==> src/verilog/host_endpoint_pkg.sv <==
package host_endpoint_pkg;

    //////////////////////////////////////////////////
    // host data word
    //////////////////////////////////////////////////
    localparam int unsigned HOST_WORD_W = 16;

    typedef logic [HOST_WORD_W-1:0] host_word_t;

    //////////////////////////////////////////////////
    // trigger bit positions on trig_strobe
    //////////////////////////////////////////////////
    localparam int unsigned TRIG_GAMMA_DYN   = 4;   // dynamic fusimotor drive
    localparam int unsigned TRIG_GAMMA_STA   = 5;   // static fusimotor drive
    localparam int unsigned TRIG_TICK_PERIOD = 7;
    localparam int unsigned TRIG_GII         = 11;  // secondary gain
    localparam int unsigned TRIG_GI          = 12;  // primary gain

    //////////////////////////////////////////////////
    // values loaded by reset_global
    //////////////////////////////////////////////////
    localparam host_word_t RST_GAMMA_DYN  = 16'd80;
    localparam host_word_t RST_GAMMA_STA  = 16'd80;
    localparam host_word_t RST_GI         = 16'd20000;
    localparam host_word_t RST_GII        = 16'd7250;

    // 9 gives a tick every 10 cycles
    localparam host_word_t RST_TICK_DELAY = 16'd9;

endpackage

==> src/verilog/neuron_model_pkg.sv <==
package neuron_model_pkg;

    //////////////////////////////////////////////////
    // fixed-point widths
    //////////////////////////////////////////////////
    localparam int unsigned LCE_W  = 16;
    localparam int unsigned RATE_W = 32;

    typedef logic [LCE_W-1:0]  lce_t;   // unsigned muscle length
    typedef logic [RATE_W-1:0] rate_t;  // rate and accumulator

    // length * gain is scaled down by this before the offset is added
    localparam int unsigned RATE_SHIFT = 8;

    // shortest reload value of the tick counter, so one tick per 4 cycles
    localparam logic [15:0] MIN_TICK_DELAY = 16'd3;

    //////////////////////////////////////////////////
    // scheduler sequence, one step per cycle
    //////////////////////////////////////////////////
    typedef enum logic [1:0]
    {
        IDLE      = 2'd0,  // wait for tick
        FETCH     = 2'd1,  // pop one sample
        RATE      = 2'd2,  // register rates
        INTEGRATE = 2'd3   // step both neurons
    } sched_state_t;

endpackage

==> src/verilog/spindle_ifs.sv <==
// gains and fusimotor drives from the parameter bank
interface param_if
    import host_endpoint_pkg::*;
();
    host_word_t gamma_dyn;
    host_word_t gamma_sta;
    host_word_t gi;
    host_word_t gii;

    modport source
    (
        output gamma_dyn,
        output gamma_sta,
        output gi,
        output gii
    );

    modport sink
    (
        input gamma_dyn,
        input gamma_sta,
        input gi,
        input gii
    );
endinterface

// FIFO head toward the scheduler, fall-through
interface sample_if
    import neuron_model_pkg::*;
();
    logic empty;
    lce_t head;
    logic pop;   // ignored while empty

    modport fifo
    (
        output empty,
        output head,
        input  pop
    );

    modport sched
    (
        input  empty,
        input  head,
        output pop
    );
endinterface

==> src/verilog/sim_scheduler_fsm.sv <==
module sim_scheduler_fsm
    import neuron_model_pkg::*;
(
    input  logic    ep50trig,
    input  logic    reset_sim,
    input  logic    reset_global,
    input  logic    tick,
    sample_if.sched samples,
    output lce_t    lce,
    output logic    lce_valid,
    output logic    rate_en,
    output logic    int_en
);

    sched_state_t state;
    sched_state_t state_next;
    logic         take;

    assign take        = (state == FETCH) && !samples.empty;
    assign samples.pop = take;
    assign rate_en     = (state == RATE);
    assign int_en      = (state == INTEGRATE);

    //////////////////////////////////////////////////
    // next state
    //////////////////////////////////////////////////
    always_comb
    begin
        state_next = state;
        case (state)
            IDLE:
                if (tick)
                    state_next = FETCH;
            FETCH:     state_next = RATE;       // empty fifo still steps on
            RATE:      state_next = INTEGRATE;
            INTEGRATE: state_next = IDLE;
            default:   state_next = IDLE;
        endcase
    end

    //////////////////////////////////////////////////
    // state and held length sample
    //////////////////////////////////////////////////
    always_ff @(posedge ep50trig)
    begin
        if (reset_global || reset_sim)
        begin
            state     <= IDLE;
            lce       <= '0;
            lce_valid <= 1'b0;
        end
        else
        begin
            state     <= state_next;
            lce_valid <= take;
            // underrun keeps the last length
            if (take)
                lce <= samples.head;
        end
    end

endmodule

==> src/verilog/spike_integrator.sv <==
module spike_integrator
    import neuron_model_pkg::*;
#(
    parameter rate_t THRESHOLD = 32'h0200_0000
)
(
    input  logic  ep50trig,
    input  logic  reset_sim,
    input  logic  reset_global,
    input  logic  int_en,
    input  rate_t rate,
    output logic  spike
);

    rate_t acc;
    rate_t sum;

    // acc stays below THRESHOLD, so no overflow here
    assign sum = acc + rate;

    always_ff @(posedge ep50trig)
    begin
        if (reset_global || reset_sim)
        begin
            acc   <= '0;
            spike <= 1'b0;
        end
        else if (int_en && (sum >= THRESHOLD))
        begin
            acc   <= sum - THRESHOLD;  // keep the remainder
            spike <= 1'b1;
        end
        else
        begin
            if (int_en)
                acc <= sum;
            spike <= 1'b0;
        end
    end

endmodule

==> src/verilog/spindle_host_top.sv <==
module spindle_host_top
    import host_endpoint_pkg::*;
    import neuron_model_pkg::*;
#(
    parameter int    FIFO_DEPTH   = 8,
    parameter rate_t IA_THRESHOLD = 32'h0200_0000,
    parameter rate_t II_THRESHOLD = 32'h0200_0000
)
(
    input  logic        ep50trig,
    input  logic        reset_global,
    input  logic        reset_sim,
    input  logic [15:0] trig_strobe,
    input  host_word_t  wire_in_data,
    input  logic        pipe_write,
    input  lce_t        pipe_data,
    output logic        pipe_credit,
    output lce_t        lce_out,
    output logic        lce_valid,
    output logic        ia_spike,
    output logic        ii_spike
);

    host_word_t tick_delay;
    logic       tick;
    logic       rate_en;
    logic       int_en;
    rate_t      ia_rate;
    rate_t      ii_rate;

    param_if  params ();
    sample_if samples ();

    //////////////////////////////////////////////////
    // host side
    //////////////////////////////////////////////////
    trigger_param_bank u_param_bank
    (
        .ep50trig     (ep50trig),
        .reset_global (reset_global),  // reset_sim keeps loaded params
        .trig_strobe  (trig_strobe),
        .wire_in_data (wire_in_data),
        .params       (params.source),
        .tick_delay   (tick_delay)
    );

    waveform_fifo #(.FIFO_DEPTH(FIFO_DEPTH)) u_fifo
    (
        .ep50trig     (ep50trig),
        .reset_sim    (reset_sim),
        .reset_global (reset_global),
        .pipe_write   (pipe_write),
        .pipe_data    (pipe_data),
        .pipe_credit  (pipe_credit),
        .samples      (samples.fifo)
    );

    //////////////////////////////////////////////////
    // simulation step
    //////////////////////////////////////////////////
    tick_timer u_timer
    (
        .ep50trig     (ep50trig),
        .reset_sim    (reset_sim),
        .reset_global (reset_global),
        .tick_delay   (tick_delay),
        .tick         (tick)
    );

    sim_scheduler_fsm u_sched
    (
        .ep50trig     (ep50trig),
        .reset_sim    (reset_sim),
        .reset_global (reset_global),
        .tick         (tick),
        .samples      (samples.sched),
        .lce          (lce_out),
        .lce_valid    (lce_valid),
        .rate_en      (rate_en),
        .int_en       (int_en)
    );

    spindle_rate u_rate
    (
        .ep50trig     (ep50trig),
        .reset_sim    (reset_sim),
        .reset_global (reset_global),
        .rate_en      (rate_en),
        .lce          (lce_out),
        .params       (params.sink),
        .ia_rate      (ia_rate),
        .ii_rate      (ii_rate)
    );

    // primary and secondary afferent neurons
    spike_integrator #(.THRESHOLD(IA_THRESHOLD)) ia_neuron
    (
        .ep50trig     (ep50trig),
        .reset_sim    (reset_sim),
        .reset_global (reset_global),
        .int_en       (int_en),
        .rate         (ia_rate),
        .spike        (ia_spike)
    );

    spike_integrator #(.THRESHOLD(II_THRESHOLD)) ii_neuron
    (
        .ep50trig     (ep50trig),
        .reset_sim    (reset_sim),
        .reset_global (reset_global),
        .int_en       (int_en),
        .rate         (ii_rate),
        .spike        (ii_spike)
    );

endmodule

==> src/verilog/spindle_rate.sv <==
module spindle_rate
    import host_endpoint_pkg::*;
    import neuron_model_pkg::*;
(
    input  logic   ep50trig,
    input  logic   reset_sim,
    input  logic   reset_global,
    input  logic   rate_en,
    input  lce_t   lce,
    param_if.sink  params,
    output rate_t  ia_rate,
    output rate_t  ii_rate
);

    // linear stand-in for the bag/chain model
    function automatic rate_t rate_law
    (
        input lce_t       len,
        input host_word_t gain,
        input host_word_t offset
    );
        rate_t prod;
        prod = rate_t'(len) * rate_t'(gain);  // 16x16 fits in 32
        return (prod >> RATE_SHIFT) + rate_t'(offset);
    endfunction

    //////////////////////////////////////////////////
    // Ia from gi and gamma_dyn, II from gii and gamma_sta
    //////////////////////////////////////////////////
    always_ff @(posedge ep50trig)
    begin
        if (reset_global || reset_sim)
        begin
            ia_rate <= '0;
            ii_rate <= '0;
        end
        else if (rate_en)
        begin
            ia_rate <= rate_law(lce, params.gi, params.gamma_dyn);
            ii_rate <= rate_law(lce, params.gii, params.gamma_sta);
        end
    end

endmodule

==> src/verilog/tick_timer.sv <==
module tick_timer
    import host_endpoint_pkg::*;
    import neuron_model_pkg::*;
(
    input  logic       ep50trig,
    input  logic       reset_sim,
    input  logic       reset_global,
    input  host_word_t tick_delay,
    output logic       tick
);

    host_word_t cnt;
    host_word_t delay_eff;

    // short delays would let a tick land mid-sequence
    assign delay_eff = (tick_delay < MIN_TICK_DELAY) ? MIN_TICK_DELAY : tick_delay;

    //////////////////////////////////////////////////
    // down-counter, period delay_eff + 1
    //////////////////////////////////////////////////
    always_ff @(posedge ep50trig)
    begin
        if (reset_global || reset_sim)
        begin
            cnt  <= '0;
            tick <= 1'b0;
        end
        else if (cnt == '0)
        begin
            cnt  <= delay_eff;  // new delay picked up here only
            tick <= 1'b1;
        end
        else
        begin
            cnt  <= cnt - 1'b1;
            tick <= 1'b0;
        end
    end

endmodule

==> src/verilog/trigger_param_bank.sv <==
module trigger_param_bank
    import host_endpoint_pkg::*;
(
    input  logic         ep50trig,
    input  logic         reset_global,
    input  logic [15:0]  trig_strobe,
    input  host_word_t   wire_in_data,
    param_if.source      params,
    output host_word_t   tick_delay
);

    host_word_t gamma_dyn_q;
    host_word_t gamma_sta_q;
    host_word_t gi_q;
    host_word_t gii_q;
    host_word_t tick_delay_q;

    //////////////////////////////////////////////////
    // one register per trigger bit
    //////////////////////////////////////////////////
    always_ff @(posedge ep50trig)
    begin
        if (reset_global)
        begin
            gamma_dyn_q  <= RST_GAMMA_DYN;
            gamma_sta_q  <= RST_GAMMA_STA;
            gi_q         <= RST_GI;
            gii_q        <= RST_GII;
            tick_delay_q <= RST_TICK_DELAY;
        end
        else
        begin
            // several bits in one pulse all load the same word
            if (trig_strobe[TRIG_GAMMA_DYN])
                gamma_dyn_q <= wire_in_data;
            if (trig_strobe[TRIG_GAMMA_STA])
                gamma_sta_q <= wire_in_data;
            if (trig_strobe[TRIG_GI])
                gi_q <= wire_in_data;
            if (trig_strobe[TRIG_GII])
                gii_q <= wire_in_data;
            if (trig_strobe[TRIG_TICK_PERIOD])
                tick_delay_q <= wire_in_data;  // used at next timer wrap
        end
    end

    assign params.gamma_dyn = gamma_dyn_q;
    assign params.gamma_sta = gamma_sta_q;
    assign params.gi        = gi_q;
    assign params.gii       = gii_q;
    assign tick_delay       = tick_delay_q;

endmodule

==> src/verilog/waveform_fifo.sv <==
module waveform_fifo
    import neuron_model_pkg::*;
#(
    parameter int FIFO_DEPTH = 8
)
(
    input  logic    ep50trig,
    input  logic    reset_sim,
    input  logic    reset_global,
    input  logic    pipe_write,   // sender holds a credit
    input  lce_t    pipe_data,
    output logic    pipe_credit,
    sample_if.fifo  samples
);

    localparam int PTR_W = (FIFO_DEPTH > 1) ? $clog2(FIFO_DEPTH) : 1;
    localparam int CNT_W = $clog2(FIFO_DEPTH + 1);

    lce_t             mem [FIFO_DEPTH];
    logic [PTR_W-1:0] wr_ptr;
    logic [PTR_W-1:0] rd_ptr;
    logic [CNT_W-1:0] count;
    logic             do_pop;

    // wrap without relying on a power-of-two depth
    function automatic logic [PTR_W-1:0] next_ptr(input logic [PTR_W-1:0] ptr);
        return (ptr == PTR_W'(FIFO_DEPTH - 1)) ? '0 : ptr + 1'b1;
    endfunction

    assign do_pop        = samples.pop && !samples.empty;
    assign pipe_credit   = do_pop;  // one credit back per pop
    assign samples.empty = (count == '0);
    assign samples.head  = mem[rd_ptr];

    //////////////////////////////////////////////////
    // storage
    //////////////////////////////////////////////////
    always_ff @(posedge ep50trig)
    begin
        if (pipe_write)
            mem[wr_ptr] <= pipe_data;
    end

    //////////////////////////////////////////////////
    // pointers and occupancy
    //////////////////////////////////////////////////
    always_ff @(posedge ep50trig)
    begin
        if (reset_global || reset_sim)
        begin
            wr_ptr <= '0;
            rd_ptr <= '0;
            count  <= '0;
        end
        else
        begin
            if (pipe_write)
                wr_ptr <= next_ptr(wr_ptr);
            if (do_pop)
                rd_ptr <= next_ptr(rd_ptr);
            case ({pipe_write, do_pop})
                2'b10:   count <= count + 1'b1;
                2'b01:   count <= count - 1'b1;
                default: count <= count;  // idle or push and pop together
            endcase
        end
    end

endmodule
==> config.mk <==
export PLATFORM = sky130hd
export DESIGN_NAME = spindle_host_top
export DESIGN_NICKNAME = d
export VERILOG_FILES = /design/src/verilog/host_endpoint_pkg.sv /design/src/verilog/neuron_model_pkg.sv /design/src/verilog/spindle_ifs.sv /design/src/verilog/sim_scheduler_fsm.sv /design/src/verilog/spike_integrator.sv /design/src/verilog/spindle_host_top.sv /design/src/verilog/spindle_rate.sv /design/src/verilog/tick_timer.sv /design/src/verilog/trigger_param_bank.sv /design/src/verilog/waveform_fifo.sv
export SDC_FILE = /design/constraint.sdc
export NUM_CORES = 2
export LEC_CHECK = 0
export BUFFER_PORTS_ARGS = -buffer_cell sky130_fd_sc_hd__buf_2
export CORE_MARGIN = 2
export CORE_UTILIZATION = 40
export DETAILED_ROUTE_END_ITERATION = 16
export PLACE_DENSITY = 0.67
export RECOVER_POWER = 100
export SETUP_SLACK_MARGIN = 0.05
export SKIP_CTS_REPAIR_TIMING = 1
export SLEW_MARGIN = 20
export SYNTH_ARGS = -nofsm -noshare
export SYNTH_HDL_FRONTEND = slang
export SYNTH_HIERARCHICAL = 1
export SYNTH_SLANG_ARGS = --single-unit
export TNS_END_PERCENT = 10
==> constraint.sdc <==
create_clock -name ep50trig -period 10.6 [get_ports ep50trig]
set_input_delay 1.59 -clock ep50trig [delete_from_list [all_inputs] [get_ports ep50trig]]
set_output_delay 1.59 -clock ep50trig [all_outputs]
set_load 0.02 [all_outputs]
==> results.tsv <==
stage	metric	value	unit
worst_setup_path	crit start category	flip-flop	
route	WL final	88200	microns
place	DP Worst Slack	1.85	ns
cells_and_area	fill count	8761	
clocking	TritonCTS clock tree	done	
worst_setup_path	CP Buf/Inv Count	6	
yosys	ys async rst share	0	%
yosys	EDFF count, synth	128	
cells_and_area	register cell area after layout	8750	sq um
power_and_ir_drop	combinational group share of total power	10.6	%
job	max_cap viols	7	
clocking	clk_lat worst skew	0.60	ns
power_and_ir_drop	share of power burned in registers	45.2	%
global_route	initial antenna violation count	6	
clocking	Clock transition at path regs	0.06	ns
cells_and_area	Multi-input gate area	24800	sq um
timing	final hold violations	0	
clocking	CTS Buffer Depth	3	
global_route	vias in the first global route	27300	
place	Port Buffer Count	60	
floorplan	Core Rows	110	
worst_setup_path	CP max FO	33	
worst_setup_path	reg-to-reg endpoint	u_rate/ii_rate[17]	
power_and_ir_drop	internal power	2.59	mW
global_route	grt total ovfl	0	
timing	maximum clock rate	107	MHz
cells_and_area	commonest non-fill, non-tap cell in the layout	inv_1	
clocking	CTS Buf Count	43	
worst_setup_path	max incr delay on CP	1.33	ns
place	Post-DP HPWL	64600	microns
outcome	failing checks	max-capacitance violations, max-slew violations	
power_and_ir_drop	PwrDens	91.1	nW/um^2
yosys	Synth Area per Inst	9.58	sq um
cells_and_area	most frequent cells in the layout	483 x inv_1, 443 x nand2_1, 390 x fa_1	
route	drc violations	0	
timing	crit path time final	9.36	ns
route	1st-pass router iterations	5	
worst_setup_path	Worst Path Required	11.08	ns
timing	Slew @ Worst Pin	2.84	ns
yosys	post-synthesis cell type count	100	
clocking	clock root buffer	clkbuf_16	
worst_setup_path	crit path from	u_sched/lce[3]	
floorplan	die area	93400	sq um
outcome	status	finished with violations	
floorplan	Initial Util	40.4	%
worst_setup_path	CP dominant cell by count	fa_1	
route	DRT antenna net count	0	
worst_setup_path	critical path data arrival time	9.84	ns
cells_and_area	fraction of layout instances using a drive strength above 1	5.16	%
worst_setup_path	R2R Setup Slk	1.24	ns
timing	RSZ-0062 raised after global routing	no	
worst_setup_path	Critical Path Slowest Stage Cell	clkbuf_1	
global_route	total track usage	19.0	%
place	gpl congestion	0.859	
floorplan	IO Pins	72	
timing	Period Utilization, post-route	88.3	%
global_route	largest net degree at the start of global routing	68	
timing	endpoints failing setup	0	
worst_setup_path	FF-to-FF path depth	31	
route	Iteration-0 DRC Markers	1513	
cells_and_area	Layout area overhead	6.69	%
worst_hold_path	hold depth	2	
power_and_ir_drop	Leak	17.6	nW
timing	Slew HR	-89.3	%
yosys	Cell Area, Synth	36400	sq um
worst_setup_path	Stages on worst setup path	31	
worst_setup_path	CP endpoint	u_rate/ii_rate[17]	
worst_setup_path	critical path class	reg -> reg	
floorplan	Chip Height	306	microns
floorplan	chip width	306	microns
power_and_ir_drop	Sw Share	26.9	%
yosys	Main synth FF type	dfxtp_1	
yosys	register area share after synthesis	24.0	%
timing	setup TNS	0	ns
power_and_ir_drop	switching power of the nets	0.949	mW
cells_and_area	Nets	4523	
yosys	Synth Register Bits	373	
route	routed len/inst	17.7	microns
clocking	htree depth	2	
timing	Clock Skews	0.0368	ns
yosys	Synth warnings	6	
floorplan	core area	90000	sq um
power_and_ir_drop	Worst VDD drop	0.110	mV
worst_setup_path	CP delay by family, top	adder cells	
global_route	first-pass GRT wire length	144000	microns
timing	post-route setup slack	1.24	ns
worst_hold_path	Hold Crit Class	reg -> reg	
clocking	CTS sink cnt	373	
yosys	Syn Inst Count	3799	
route	drt via density	5.34	
power_and_ir_drop	Clock Power Share	44.2	%
timing	Final Slew Violations	227	
route	Via Count	26500	
worst_setup_path	Crit. End Element	flip-flop	
worst_setup_path	worst reg2reg startpoint	u_sched/lce[3]	
[synth_stat cells (14+ instances only)]
cell type | n | area [sq um]
inv_1 | 483 | 1810
nand2_1 | 443 | 1660
fa_1 | 390 | 7810
ha_1 | 316 | 3950
nor2_1 | 256 | 961
dfxtp_1 | 245 | 4900
and2_1 | 228 | 1430
a21oi_1 | 166 | 831
mux2i_1 | 139 | 1390
edfxtp_1 | 128 | 3840
clkbuf_1 | 119 | 447
xnor2_1 | 97 | 850
o21ai_0 | 95 | 475
a21o_1 | 55 | 413
xor2_1 | 49 | 429
nand4_1 | 32 | 200
nor2b_1 | 31 | 194
mux4_1 | 28 | 736
nor3_1 | 26 | 130
or3_1 | 24 | 150
buf_6 | 22 | 248
nand3_1 | 21 | 105
a211o_1 | 20 | 175
a211oi_1 | 19 | 143
and3_1 | 17 | 106
buf_4 | 16 | 120
mux2_2 | 16 | 180
nand2b_1 | 16 | 100
o21a_1 | 16 | 120
buf_2 | 15 | 75.1
nor4_1 | 15 | 93.8
o21bai_1 | 15 | 113
a31oi_1 | 14 | 87.6
[stage by stage]
stage	total power [mW]	utilization, %	instance area [sq um]	hold WS, ns	std cells
floorplan	1.90	-	36400	0.429	3812
global placement	1.99	41.6	37500	0.443	4896
detailed placement	2.00	41.6	37500	0.458	4896
CTS	3.57	43.3	39000	0.467	4973
global route	3.68	43.1	38800	0.491	4973
finish	3.53	43.1	38800	0.455	4974
[per-layer routing]
metal / global-route usage [%] / routed length, microns
met2: 32.5 / 42100
met1: 25.8 / 39900
met5: 0 / 13
met3: 2.16 / 4320
met4: 4.43 / 1850
[cells by family (layout without fill, tap and decap cells)]
group	Yosys count	after routing	synth area share, %
adder cells (fa/ha/maj)	706	706	32.3
buffers and inverters	670	655	7.77
multiplexers	187	187	6.59
AND/OR/NAND/NOR	1166	1166	15.4
flip-flops	373	373	24.0
other	1	15	0.0103
AO/OA/AOI/OAI	548	548	10.2
XOR/XNOR	148	148	3.60
[worst register-to-register path: cells and delay by family, from the launching register on]
family	cells	cell delay, ns
flops	1	0.32
simple gates	5	1.19
compound gates	10	2.47
xor+xnor	2	0.34
buf+inv	6	1.69
fa+ha+maj	8	3.22
[worst min-delay path by stage]
stage	to	slack, ns	startpoint
finish	u_sched/lce[3]	0.45	u_sched/lce[3]
global route	ii_neuron/acc[25]	0.49	ii_neuron/acc[25]
CTS	ii_neuron/acc[7]	0.47	ii_neuron/acc[7]
detailed placement	ii_neuron/acc[7]	0.46	ii_neuron/acc[7]
global placement	ia_neuron/acc[7]	0.44	ia_neuron/acc[7]
floorplan	ia_neuron/acc[25]	0.43	ia_neuron/acc[25]
[cell type report]
cell class                      instances  area share (%)
Sequential cell                       373            22.5
Clock buffer                           50            2.94
Clock inverter                         27           0.877
Antenna cell                            1         0.00645
Timing Repair Buffer                   94            1.14
Multi-Input combinational cell       2769            64.0
Inverter                              484            4.69
Tap cell                             1176            3.79
[power groups by stage]
| stage | sequential (mW) | combinational (mW) | clock (mW) |
|---|---|---|---|
| 6_report | 1.60 | 0.374 | 1.56 |
| 4_1_cts | 1.60 | 0.377 | 1.60 |
| 2_1_floorplan | 1.58 | 0.321 | 0 |
| 3_5_place_dp | 1.63 | 0.374 | 0 |
| 5_1_grt | 1.60 | 0.420 | 1.66 |
| 3_3_place_gp | 1.62 | 0.370 | 0 |
[flip-flops by register name (all words and copies together), names as in the netlist, 25 cells and up, named ones only]
name / count
u_fifo/mem: 128
u_rate/ii_rate: 25
u_rate/ia_rate: 25
ii_neuron/acc: 32
ia_neuron/acc: 32
Note: power is estimated with default switching activity, not from simulation.
